## config.mk

```make
export PLATFORM = sky130hd
export DESIGN_NAME = pulsesync_memory_map
export DESIGN_NICKNAME = d
export VERILOG_FILES = /design/src/pulsesync_pkg.sv /design/src/pulsesync_memory_map.sv /design/src/pulsesync_reg_file.sv /design/src/axil_read_channel.sv /design/src/axil_write_channel.sv
export SDC_FILE = /design/constraint.sdc
export NUM_CORES = 1
export LEC_CHECK = 0
export ABC_AREA = 1
export BUFFER_PORTS_ARGS = -buffer_cell sky130_fd_sc_hd__clkbuf_2
export CORE_ASPECT_RATIO = 0.8
export CORE_UTILIZATION = 54
export CTS_CLUSTER_DIAMETER = 40
export DETAILED_ROUTE_END_ITERATION = 16
export GPL_TIMING_DRIVEN = 0
export HOLD_SLACK_MARGIN = 0.06
export PLACE_DENSITY = 0.84
export REMOVE_ABC_BUFFERS = 1
export SLEW_MARGIN = 5
export SYNTH_ARGS = -nofsm -noshare
export SYNTH_HDL_FRONTEND = slang
export SYNTH_SLANG_ARGS = --single-unit
```

## constraint.sdc

```tcl
create_clock -name s_axi_aclk -period 11.6 [get_ports s_axi_aclk]
set_clock_uncertainty 0.15 [all_clocks]
set_input_delay 1.16 -clock s_axi_aclk [delete_from_list [all_inputs] [get_ports s_axi_aclk]]
set_output_delay 1.16 -clock s_axi_aclk [all_outputs]
set_load 0.01 [all_outputs]
```

## src/pulsesync_pkg.sv

```systemverilog
package pulsesync_pkg;

    // ------------------------------
    // Word types
    // ------------------------------

    // One register word on the AXI data bus
    typedef logic [31:0] data_word_t;

    // One enable bit per byte lane of data_word_t
    typedef logic [3:0] byte_strobe_t;

    // Word index taken from address bits 5:2
    typedef logic [3:0] reg_index_t;

    // ------------------------------
    // Register map
    // ------------------------------

    // Control words, written by the host
    localparam reg_index_t IDX_PULSESYNC_CTRL   = 4'd0;
    localparam reg_index_t IDX_PWM_CTRL         = 4'd1;
    localparam reg_index_t IDX_PWM_VAL          = 4'd2;
    localparam reg_index_t IDX_GEN_CTRL         = 4'd3;

    // Status and identification words, read only
    localparam reg_index_t IDX_PULSESYNC_STATUS = 4'd4;
    localparam reg_index_t IDX_GEN_STATUS       = 4'd5;
    localparam reg_index_t IDX_PWM_STATUS       = 4'd6;
    localparam reg_index_t IDX_VERSION          = 4'd7;
    localparam reg_index_t IDX_VALIDATION       = 4'd8;

    // Fixed readback values
    localparam data_word_t VERSION_WORD    = 32'h1234_5678;
    localparam data_word_t VALIDATION_WORD = 32'hDEAD_BEEF;

    // Byte offset bits below the word index
    localparam int ADDR_LSB = 2;

    // AXI response code, only OKAY is ever returned
    localparam logic [1:0] RESP_OKAY = 2'b00;

    // Write request from the write channel to the register file
    typedef struct packed {
        logic         valid;
        reg_index_t   index;
        data_word_t   data;
        byte_strobe_t strobe;
    } reg_write_t;

    // Channel FSM states
    typedef enum logic [1:0] {WR_IDLE, WR_ACCEPT, WR_RESP} wr_state_t;
    typedef enum logic [1:0] {RD_IDLE, RD_ACCEPT, RD_DATA} rd_state_t;

endpackage
```

## src/pulsesync_memory_map.sv

```systemverilog
`timescale 1ns/1ps

module pulsesync_memory_map
    import pulsesync_pkg::*;
#(
    parameter int ADDR_WIDTH = 8
) (
    input  logic                  s_axi_aclk,
    input  logic                  s_axi_aresetn,

    // AXI4-Lite write channels
    input  logic [ADDR_WIDTH-1:0] s_axi_awaddr,
    input  logic                  s_axi_awvalid,
    output logic                  s_axi_awready,
    input  data_word_t            s_axi_wdata,
    input  byte_strobe_t          s_axi_wstrb,
    input  logic                  s_axi_wvalid,
    output logic                  s_axi_wready,
    output logic [1:0]            s_axi_bresp,
    output logic                  s_axi_bvalid,
    input  logic                  s_axi_bready,

    // AXI4-Lite read channels
    input  logic [ADDR_WIDTH-1:0] s_axi_araddr,
    input  logic                  s_axi_arvalid,
    output logic                  s_axi_arready,
    output data_word_t            s_axi_rdata,
    output logic [1:0]            s_axi_rresp,
    output logic                  s_axi_rvalid,
    input  logic                  s_axi_rready,

    // Gate driver, generator and DC/DC PWM words
    input  data_word_t            pulsesync_status,
    input  data_word_t            gen_status,
    input  data_word_t            pwm_status,
    output data_word_t            pulsesync_ctrl,
    output data_word_t            pwm_ctrl,
    output data_word_t            pwm_val,
    output data_word_t            gen_ctrl
);

    reg_write_t wr_req;
    reg_index_t rd_index;
    data_word_t rd_data;

    axil_write_channel #(
        .ADDR_WIDTH(ADDR_WIDTH)
    ) u_write_channel (
        .s_axi_aclk   (s_axi_aclk),
        .s_axi_aresetn(s_axi_aresetn),
        .awaddr       (s_axi_awaddr),
        .awvalid      (s_axi_awvalid),
        .awready      (s_axi_awready),
        .wdata        (s_axi_wdata),
        .wstrb        (s_axi_wstrb),
        .wvalid       (s_axi_wvalid),
        .wready       (s_axi_wready),
        .bvalid       (s_axi_bvalid),
        .bresp        (s_axi_bresp),
        .bready       (s_axi_bready),
        .wr_req       (wr_req)
    );

    axil_read_channel #(
        .ADDR_WIDTH(ADDR_WIDTH)
    ) u_read_channel (
        .s_axi_aclk   (s_axi_aclk),
        .s_axi_aresetn(s_axi_aresetn),
        .araddr       (s_axi_araddr),
        .arvalid      (s_axi_arvalid),
        .arready      (s_axi_arready),
        .rvalid       (s_axi_rvalid),
        .rresp        (s_axi_rresp),
        .rdata        (s_axi_rdata),
        .rready       (s_axi_rready),
        .rd_data      (rd_data),
        .rd_index     (rd_index)
    );

    // Write and read paths meet only here
    pulsesync_reg_file u_reg_file (
        .s_axi_aclk      (s_axi_aclk),
        .s_axi_aresetn   (s_axi_aresetn),
        .wr_req          (wr_req),
        .rd_index        (rd_index),
        .pulsesync_status(pulsesync_status),
        .gen_status      (gen_status),
        .pwm_status      (pwm_status),
        .rd_data         (rd_data),
        .pulsesync_ctrl  (pulsesync_ctrl),
        .pwm_ctrl        (pwm_ctrl),
        .pwm_val         (pwm_val),
        .gen_ctrl        (gen_ctrl)
    );

endmodule

```

## src/pulsesync_reg_file.sv

```systemverilog
`timescale 1ns/1ps

module pulsesync_reg_file
    import pulsesync_pkg::*;
(
    input  logic       s_axi_aclk,
    input  logic       s_axi_aresetn,
    input  reg_write_t wr_req,
    input  reg_index_t rd_index,
    input  data_word_t pulsesync_status,
    input  data_word_t gen_status,
    input  data_word_t pwm_status,
    output data_word_t rd_data,
    output data_word_t pulsesync_ctrl,
    output data_word_t pwm_ctrl,
    output data_word_t pwm_val,
    output data_word_t gen_ctrl
);

    // Sampled status inputs
    data_word_t pulsesync_status_q;
    data_word_t gen_status_q;
    data_word_t pwm_status_q;

    // Replace the strobed bytes of a word, keep the rest
    function automatic data_word_t merge_bytes(data_word_t base, data_word_t data,
                                               byte_strobe_t strobe);
        data_word_t result;
        result = base;
        for (int i = 0; i < $bits(byte_strobe_t); i++) begin
            if (strobe[i]) begin
                result[i*8 +: 8] = data[i*8 +: 8];
            end
        end
        return result;
    endfunction

    // ------------------------------
    // Control registers
    // ------------------------------

    always_ff @(posedge s_axi_aclk) begin
        if (!s_axi_aresetn) begin
            pulsesync_ctrl <= '0;
            pwm_ctrl       <= '0;
            gen_ctrl       <= '0;
            pwm_val        <= '0;
        end else begin
            // Command words are zero unless written in this cycle
            pulsesync_ctrl <= '0;
            pwm_ctrl       <= '0;
            gen_ctrl       <= '0;
            if (wr_req.valid) begin
                case (wr_req.index)
                    IDX_PULSESYNC_CTRL:
                        pulsesync_ctrl <= merge_bytes('0, wr_req.data, wr_req.strobe);
                    IDX_PWM_CTRL:
                        pwm_ctrl <= merge_bytes('0, wr_req.data, wr_req.strobe);
                    IDX_GEN_CTRL:
                        gen_ctrl <= merge_bytes('0, wr_req.data, wr_req.strobe);
                    // PWM value persists, unstrobed bytes kept
                    IDX_PWM_VAL:
                        pwm_val <= merge_bytes(pwm_val, wr_req.data, wr_req.strobe);
                    default: ;
                endcase
            end
        end
    end

    // ------------------------------
    // Status sampling
    // ------------------------------

    always_ff @(posedge s_axi_aclk) begin
        if (!s_axi_aresetn) begin
            pulsesync_status_q <= '0;
            gen_status_q       <= '0;
            pwm_status_q       <= '0;
        end else begin
            pulsesync_status_q <= pulsesync_status;
            gen_status_q       <= gen_status;
            pwm_status_q       <= pwm_status;
        end
    end

    // Read mux, control words are write only and read as zero
    always_comb begin
        case (rd_index)
            IDX_PULSESYNC_STATUS: rd_data = pulsesync_status_q;
            IDX_GEN_STATUS:       rd_data = gen_status_q;
            IDX_PWM_STATUS:       rd_data = pwm_status_q;
            IDX_VERSION:          rd_data = VERSION_WORD;
            IDX_VALIDATION:       rd_data = VALIDATION_WORD;
            default:              rd_data = '0;
        endcase
    end

endmodule

```

## src/axil_read_channel.sv

```systemverilog
`timescale 1ns/1ps

module axil_read_channel
    import pulsesync_pkg::*;
#(
    parameter int ADDR_WIDTH = 8
) (
    input  logic                  s_axi_aclk,
    input  logic                  s_axi_aresetn,
    input  logic [ADDR_WIDTH-1:0] araddr,
    input  logic                  arvalid,
    output logic                  arready,
    output logic                  rvalid,
    output logic [1:0]            rresp,
    output data_word_t            rdata,
    input  logic                  rready,
    input  data_word_t            rd_data,
    output reg_index_t            rd_index
);

    rd_state_t  rd_state;

    // ------------------------------
    // Read FSM
    // ------------------------------

    always_ff @(posedge s_axi_aclk) begin
        if (!s_axi_aresetn) begin
            rd_state <= RD_IDLE;
            rdata    <= '0;
        end else begin
            case (rd_state)
                RD_IDLE: begin
                    if (arvalid) begin
                        rd_state <= RD_ACCEPT;
                    end
                end
                // Mux output settles on the latched index in this cycle
                RD_ACCEPT: begin
                    rdata    <= rd_data;
                    rd_state <= RD_DATA;
                end
                // rdata held stable while the master stalls
                RD_DATA: begin
                    if (rready) begin
                        rd_state <= RD_IDLE;
                    end
                end
                default: rd_state <= RD_IDLE;
            endcase
        end
    end

    // Word index latched when the address is accepted
    always_ff @(posedge s_axi_aclk) begin
        if (rd_state == RD_IDLE && arvalid) begin
            rd_index <= araddr[ADDR_LSB +: $bits(reg_index_t)];
        end
    end

    // Handshake outputs follow the state directly
    assign arready = (rd_state == RD_ACCEPT);
    assign rvalid  = (rd_state == RD_DATA);
    assign rresp   = RESP_OKAY;

endmodule

```

## src/axil_write_channel.sv

```systemverilog
`timescale 1ns/1ps

module axil_write_channel
    import pulsesync_pkg::*;
#(
    parameter int ADDR_WIDTH = 8
) (
    input  logic                  s_axi_aclk,
    input  logic                  s_axi_aresetn,
    input  logic [ADDR_WIDTH-1:0] awaddr,
    input  logic                  awvalid,
    output logic                  awready,
    input  data_word_t            wdata,
    input  byte_strobe_t          wstrb,
    input  logic                  wvalid,
    output logic                  wready,
    output logic                  bvalid,
    output logic [1:0]            bresp,
    input  logic                  bready,
    output reg_write_t            wr_req
);

    wr_state_t    wr_state;

    // Latched write payload
    reg_index_t   wr_index;
    data_word_t   wr_data;
    byte_strobe_t wr_strobe;

    // ------------------------------
    // Write FSM
    // ------------------------------

    // Address and data are only taken together, one write at a time
    always_ff @(posedge s_axi_aclk) begin
        if (!s_axi_aresetn) begin
            wr_state <= WR_IDLE;
        end else begin
            case (wr_state)
                WR_IDLE: begin
                    if (awvalid && wvalid) begin
                        wr_state <= WR_ACCEPT;
                    end
                end
                // Register file updates at the end of this cycle
                WR_ACCEPT: wr_state <= WR_RESP;
                // Response held until the master takes it
                WR_RESP: begin
                    if (bready) begin
                        wr_state <= WR_IDLE;
                    end
                end
                default: wr_state <= WR_IDLE;
            endcase
        end
    end

    // Capture word index, data and strobes on the accepting edge
    always_ff @(posedge s_axi_aclk) begin
        if (wr_state == WR_IDLE && awvalid && wvalid) begin
            wr_index  <= awaddr[ADDR_LSB +: $bits(reg_index_t)];
            wr_data   <= wdata;
            wr_strobe <= wstrb;
        end
    end

    // ------------------------------
    // Handshake outputs
    // ------------------------------

    // Both readies pulse together for the single accept cycle
    assign awready = (wr_state == WR_ACCEPT);
    assign wready  = (wr_state == WR_ACCEPT);
    assign bvalid  = (wr_state == WR_RESP);
    assign bresp   = RESP_OKAY;

    // One-cycle write strobe into the register file
    assign wr_req = '{
        valid:  (wr_state == WR_ACCEPT),
        index:  wr_index,
        data:   wr_data,
        strobe: wr_strobe
    };

endmodule

```

Word-level counts from Yosys, hierarchy flattened. Cells that the tools add are included.

Reductions and logical operators: 16. Equal/unequal tests: 16. Multiplexer cells: 11.

Operators by type and width (number): 32-bit case mux with 5 select lines (1); 8-bit 2-to-1 mux (4); 3-bit AND reduction (7); 4-bit by 3-bit equality test with 1-bit output (second input constant) (4); 2-bit case mux with 3 select lines (2); 4-bit by 2-bit equality test with 1-bit output (second input constant) (2); 2-bit 2-to-1 mux (4); 2-bit by 1-bit != test with 1-bit output (second input constant) (3); 2-bit by 1-bit equality test with 1-bit output (second input constant) (2); 2-bit equality test (second input constant) (2); 4-bit by 1-bit equality test with 1-bit output (second input constant) (1); 4-bit equality test (second input constant) (1); 1-bit logical AND (4); 2-bit logical NOT (2); 4-bit logical NOT (1); 2-bit AND reduction (2); 2-bit != test (second input constant) (1).

Flip-flop bits (word level): 304. Logic and storage cells: 60.

Logic depth before layout (Yosys ltp). Gate-level depths: netlist of run 1.

Word-level depth: 3. Gate-level depth with buffers: 9.

By module. From an unflattened synthesis of run 1, not the netlist that was laid out.

Cells, all modules: 1277. Area total of the unflattened synthesis: 10729.0 um2.

Modules (own cells, without submodules): pulsesync_reg_file (area each 7825.0 um2, times used 1, cells an instance 1021); axil_read_channel (area each 1567.8 um2, times used 1, cells an instance 196); axil_write_channel (area each 1336.3 um2, times used 1, cells an instance 60).

Worst setup path after synthesis of run 1. No wires, ideal clock.

Kind: input to register. Start point: in s_axi_awvalid. End point: reg u_write_channel.wr_data[0], enable pin. Required time: 10.963 ns. Arrival: 3.967 ns. Stages on the path: 2. Slack: 6.996 ns. Path through: inv_1 nor3_1.

Longest elaborated chain between the ends: 2.

Ends and longest elaborated chain: start, declared (line pulsesync_memory_map.sv:13) `input logic s_axi_awvalid,`; 1-bit logical AND (2 in a row) (line axil_write_channel.sv:60) `if (wr_state == WR_IDLE && awvalid && wvalid) begin`; end signal, assigned (line axil_write_channel.sv:62) `wr_data <= wdata;`; end, declared (line axil_write_channel.sv:27) `data_word_t wr_data;`.

No other way between the ends. A chain may end at the register's enable or synchronous reset.

Worst setup path in the final report of run 1.
Start point: in s_axi_aresetn. End point: reg u_write_channel.wr_state[0].

RTL lines: start, declared (line pulsesync_memory_map.sv:9) `input logic s_axi_aresetn,`; end signal, assigned (line axil_write_channel.sv:37) `wr_state <= WR_IDLE;`; end signal, assigned (line axil_write_channel.sv:42) `wr_state <= WR_ACCEPT;`; end signal, assigned (line axil_write_channel.sv:46) `WR_ACCEPT: wr_state <= WR_RESP;`; end, declared (line axil_write_channel.sv:23) `wr_state_t wr_state;`.

No word-level cell between the ends.

==> out/summary.txt, run 1 <==
Net count reported at finish = 1569
Vias in the first global route = 7633
Placed Cells = 1603
Clock Latency Late Sink = 0.49 ns
Total GRT Usage = 0.253
Max-slew headroom = 0.200
Worst Path Max Fanout = 89
Worst path max stage delay = 1.01 ns
# IOs = 324
Final instance area = 12700 sq um
Global-route wire length before repair = 37600 um
R2R cell count = 7
CORE AREA = 17600 sq um
Vias per cell = 4.86
Share of cells above drive strength 1 = 0.268
Slew @ Worst Pin = 1.19 ns
Crit path time final = 3.39 ns
Max Root-Sink Buffers = 3
Worst setup SP type = input port
Die area = 18900 sq um
Post-Layout Cell Count = 1664
Unique cell type count in the Yosys netlist = 20
Final period util = 0.292
Worst min path class = flip-flop to flip-flop
Crit end category = flip-flop
Total power = 2.28 mW
Vias = 8089
H-tree Lvls = 2
Post CTS Setup Buffer Count = 0
Die Height = 123 um
Drc violations = 0
Placement Setup Slack = 7.76 ns
Fill cells = 1303
CTS buffer count = 34
CTS clk-pin slew, worst paths = 0.05 ns
Critical Path RT = 11.81 ns
Dominant cell type by area after synthesis = dfxtp_1
Area Overhead vs Synth = 28.7%
Setup TNS = 0 ns
Post-synth top area share = 0.526
CTS root buf = clkbuf_16
Slowest CP cell = clkinv_1
Final setup viols = 0
CTS tree = yes
Power per cell area = 179 nW/um^2
Most area-consuming cells after synthesis = dfxtp_1 (53%), edfxtp_1 (13%), nand2_1 (8.9%)
Worst setup margin = 8.21 ns
Cell breakdown of the critical path = clkbuf_4, buf_16, clkinv_1, nor4_1
GPL Wtd Cong = 0.806
Syn_area_per_cell = 8.85 sq um
Routed wire length = 24400 um
Grt ovf = 0
Initial Utilization = 0.560
Outcome = completed
CTS sink count = 304
# port buffers = 311
Register area share after synthesis = 0.660
Hold Buf Count CTS = 0
Fmax achieved = 0.295 GHz
Highest ir drop seen on vdd = 135 uV
Synth warn = 0
RSZ-0062 raised after global routing = no
Placed inst area = 11600 sq um
Post-Synthesis Cells = 1117
Drt wl/cell = 14.7 um
Rows = 43
Leakage power = 6.51 nW
Final Hold Vio Count = 0
DPL Wire Length = 16100 um
1st-iter DRT viols = 457
Post_cts resized = 0
Routed Antenna Nets = 0
Largest net degree at the start of global routing = 90
Hold path depth = 2
Max cap viols = 0
Initial antenna violation count = 0
Crit path DAT = 3.60 ns
Critical path type = input port to flip-flop
Detailed-router iteration count before antenna repair = 5
Die Span X = 153 um
Fin. max-slew vios = 0
Seq cells post-synth = 304
Post-synthesis cell area = 9890 sq um
[where the power goes]
part | leakage, nW | switching (mW) | internal, mW
clock network | 0.557 | 0.420 | 0.638
logic | 3.42 | 0.0669 | 0.0391
registers | 2.53 | 0.0127 | 1.10
total | 6.51 | 0.500 | 1.78
[synth_stat cells (all sizes together)]
| master | number |
|---|---|
| o21ai | 46 |
| clkinv | 1 |
| nand3 | 99 |
| edfxtp | 44 |
| nor4 | 2 |
| inv | 137 |
| nor2 | 193 |
| clkbuf | 36 |
| buf | 23 |
| nand2 | 237 |
| nor3 | 2 |
| dfxtp | 260 |
| a21oi | 33 |
| o211ai | 3 |
| conb | 1 |
[per-stage QoR]
stage / utilization / hold WS [ns]
floorplan: - / 0.294
global placement: 0.650 / 0.301
detailed placement: 0.657 / 0.307
CTS: 0.721 / 0.318
global route: 0.721 / 0.327
finish: 0.721 / 0.313
[final timing paths]
check / startpoint / endpoint / slack (ns)
max: s_axi_aresetn / u_write_channel.wr_state[0] / 8.21
min reg2reg: u_read_channel.rdata[14] / u_read_channel.rdata[14] / 0.31
max reg2reg: u_read_channel.rd_index[1] / u_read_channel.rdata[10] / 8.65
min: u_read_channel.rdata[14] / u_read_channel.rdata[14] / 0.31
[cells in the final DEF (no fill, tap or decap), drive strengths merged]
| cell type | synthesis | layout |
|---|---|---|
| clkbuf | 36 | 355 |
| dfxtp | 260 | 260 |
| nand2 | 237 | 237 |
| nor2 | 193 | 193 |
| inv | 137 | 141 |
| nand3 | 99 | 99 |
| o21ai | 46 | 46 |
| edfxtp | 44 | 44 |
| a21oi | 33 | 33 |
| clkinv | 1 | 10 |
| buf | 23 | 6 |
| conb | 1 | 4 |
| o211ai | 3 | 3 |
| nor4 | 2 | 2 |
| bufinv | 0 | 2 |
| nor3 | 2 | 2 |
| diode | 0 | 1 |
| clkinvlp | 0 | 1 |
[sequential cells by signal, summed over array words and instances (netlist names)]
name / count
u_write_channel.wr_index: 4
u_read_channel.rd_state: 2
u_reg_file.pwm_val: 32
u_write_channel.wr_state: 2
u_reg_file.gen_ctrl: 32
u_reg_file.pwm_ctrl: 32
u_reg_file.pwm_status_q: 32
u_reg_file.pulsesync_status_q: 32
u_read_channel.rdata: 32
u_reg_file.pulsesync_ctrl: 32
u_reg_file.gen_status_q: 32
u_read_channel.rd_index: 4
u_write_channel.wr_data: 32
u_write_channel.wr_strobe: 4
[routing by layer]
layer,share of wire,global-route usage,vias to the layer above
li1,-,-,4023
met1,0.42,0.311,3717
met2,0.48,0.436,298
met3,0.071,0.0585,51
met4,0.028,0.0972,0
met5,0,0,-
[layout make-up]
class                      instances  area [sq um]  share of cell area
clock buffer                      44           961              0.0755
tap                              225           282              0.0221
sequential                       304          6530               0.513
timing repair buffer             317          1650               0.129
antenna                            1          2.50            0.000197
inverter                         138           518              0.0407
multi-input combinational        619          2630               0.206
clock inverter                    16           168              0.0132
[cells by family after synthesis]
kind of cell	share of synthesized area
buf+inv	0.0800
other cells	0.000379
compound gates	0.0423
simple gates	0.217
flops	0.660
[critical path, delay by kind of cell]
family        cells  cell delay (ns)
simple gates      1             0.59
buf+inv           3             1.76
No activity file was read; power rests on OpenSTA's default activity.
==> inputs of run 2 (changes only) <==
- CORE_UTILIZATION: 54 -> 45
- PLACE_DENSITY: 0.84 -> 0.75
- clock period: 11.6 -> 2.8 ns (I/O delays scaled with it)
==> out/summary.txt, run 2 (synthesis gave the netlist of run 1 again) <==
Outcome = completed
Critical Path RT = 3.04 ns
1st-iter DRT viols = 649
Setup TNS = 0 ns
Max cap viols = 0
Util after Layout = 0.659
Worst min path class = input port to flip-flop
RSZ-0062 raised after global routing = yes
Drc violations = 0
Rows = 48
Power per cell area = 667 nW/um^2
Largest net degree at the start of global routing = 74
Highest ir drop seen on vdd = 482 uV
Crit path time final = 2.74 ns
Detailed-router iteration count before antenna repair = 5
Max Root-Sink Buffers = 3
Critical path type = flip-flop to flip-flop
Initial Utilization = 0.459
Net count reported at finish = 1713
# IOs = 324
Final setup viols = 0
Clock Latency Late Sink = 0.55 ns
Fin. max-slew vios = 0
Multi-input logic area = 2640 sq um
Slew @ Worst Pin = 1.23 ns
DPL Wire Length = 17000 um
Worst setup SP type = flip-flop
Vias per cell = 4.83
Crit path DAT = 2.98 ns
Most common cell after layout, fill and taps aside = clkbuf_2
Routed wire length = 29600 um
Vias = 8989
Final Hold Vio Count = 0
CTS clk-pin slew, worst paths = 0.06 ns
Commonest non-fill, non-tap cells in the layout = clkbuf_2 (310), dfxtp_1 (260), nand2_1 (234)
Fmax achieved = 0.365 GHz
Grt ovf = 0
Cell breakdown of the critical path = inv_1, nor2_4, inv_1, nand2_1, a21oi_1
Most frequent CP cell = inv_1
Max-slew headroom = 0.176
CTS buffer count = 31
Share of cells above drive strength 1 = 0.243
# port buffers = 311
GPL Wtd Cong = 0.801
Global-route wire length before repair = 45500 um
Total power = 9.49 mW
Leakage power = 7.10 nW
CTS root buf = clkbuf_16
H-tree Lvls = 1
Fill cells = 1582
Die Height = 135 um
Sequential Area = 6530 sq um
Drt wl/cell = 15.9 um
Initial antenna violation count = 2
Slowest CP cell = inv_1
CTS sink count = 304
Worst path max stage delay = 0.83 ns
Total GRT Usage = 0.254
Area Overhead vs Synth = 43.8%
Final period util = 0.980
Die Span X = 168 um
Die area = 22600 sq um
CTS tree = yes
Routed Antenna Nets = 0
Worst Path Max Fanout = 34
Crit end category = flip-flop
Vias in the first global route = 9021
CORE AREA = 21600 sq um
==> run 2: cell types whose count changed in the layout (fill, tap and decap cells not counted), moves of 2 or more <==
cell           before  now
clkbuf_1            5    2
diode_2             1    3
dlygate4sd3_1       0  145
inv_8               2    0
clkinv_1            2    6
clkbuf_16          36   31
bufinv_16           2    4
==> run 2: worst paths after layout <==
| kind | cells after the start | endpoint | slack [ns] | startpoint |
|---|---|---|---|---|
| max | 5 | u_read_channel.rdata[25] | 0.06 | u_read_channel.rd_state[0] |
| min | 2 | u_read_channel.rd_index[2] | 0.29 | s_axi_araddr[4] |
| max reg2reg | 5 | u_read_channel.rdata[25] | 0.06 | u_read_channel.rd_state[0] |
| min reg2reg | 2 | u_read_channel.rdata[31] | 0.32 | u_read_channel.rdata[31] |
==> run 2: metal layers <==
metal / vias up / wire [um] / GRT usage
li1: 4321 / - / -
met1: 4183 / 11600 / 0.289
met2: 389 / 14500 / 0.451
met3: 96 / 2400 / 0.0709
met4: 0 / 1080 / 0.106
met5: - / 0 / 0
==> run 2: repair_timing <==
item | 4_1_cts | 5_1_grt
pin swaps | 1 | 0
endpoints found under the setup margin | 10 | 14
cloned | 1 | 0
hold buffers | 145 | 0
gates resized for setup | 0 | 2
hold endpoints to repair | 155 | 0
buffers inserted | 0 | 0
==> run 2: cell type report <==
class | instances | share of cell area
Tap cell | 275 | 0.0242
Multi-Input combinational cell | 620 | 0.186
Antenna cell | 3 | 0.000528
Clock buffer | 37 | 0.0590
Clock inverter | 21 | 0.0159
Sequential cell | 304 | 0.459
Inverter | 138 | 0.0364
Timing Repair Buffer | 463 | 0.219
==> run 2: worst max-delay path: cells and delay by family, from the launching register on <==
| family | cells | cell delay, ns |
|---|---|---|
| flip-flops | 1 | 0.38 |
| AND/OR/NAND/NOR | 2 | 0.97 |
| buffers and inverters | 2 | 0.92 |
| AO/OA/AOI/OAI | 1 | 0.12 |
==> run 2: power breakdown <==
part | total, mW | internal (mW) | switching (mW)
Clock | 4.25 | 2.51 | 1.74
Combinational | 0.628 | 0.294 | 0.334
Sequential | 4.61 | 4.55 | 0.0564
Total | 9.49 | 7.36 | 2.13
==> run 2: per-stage QoR <==
step	worst slack, ns	area, sq um	std cells	hold WS [ns]
after CTS	0.0590	14200	1858	0.268
after global placement	-2.40	11500	1647	0.301
after global routing	-0.0334	14200	1860	0.277
after floorplan	-1.01	9630	1061	0.223
after detailed placement	-0.325	11700	1654	0.305
final	0.0572	14200	1861	0.291
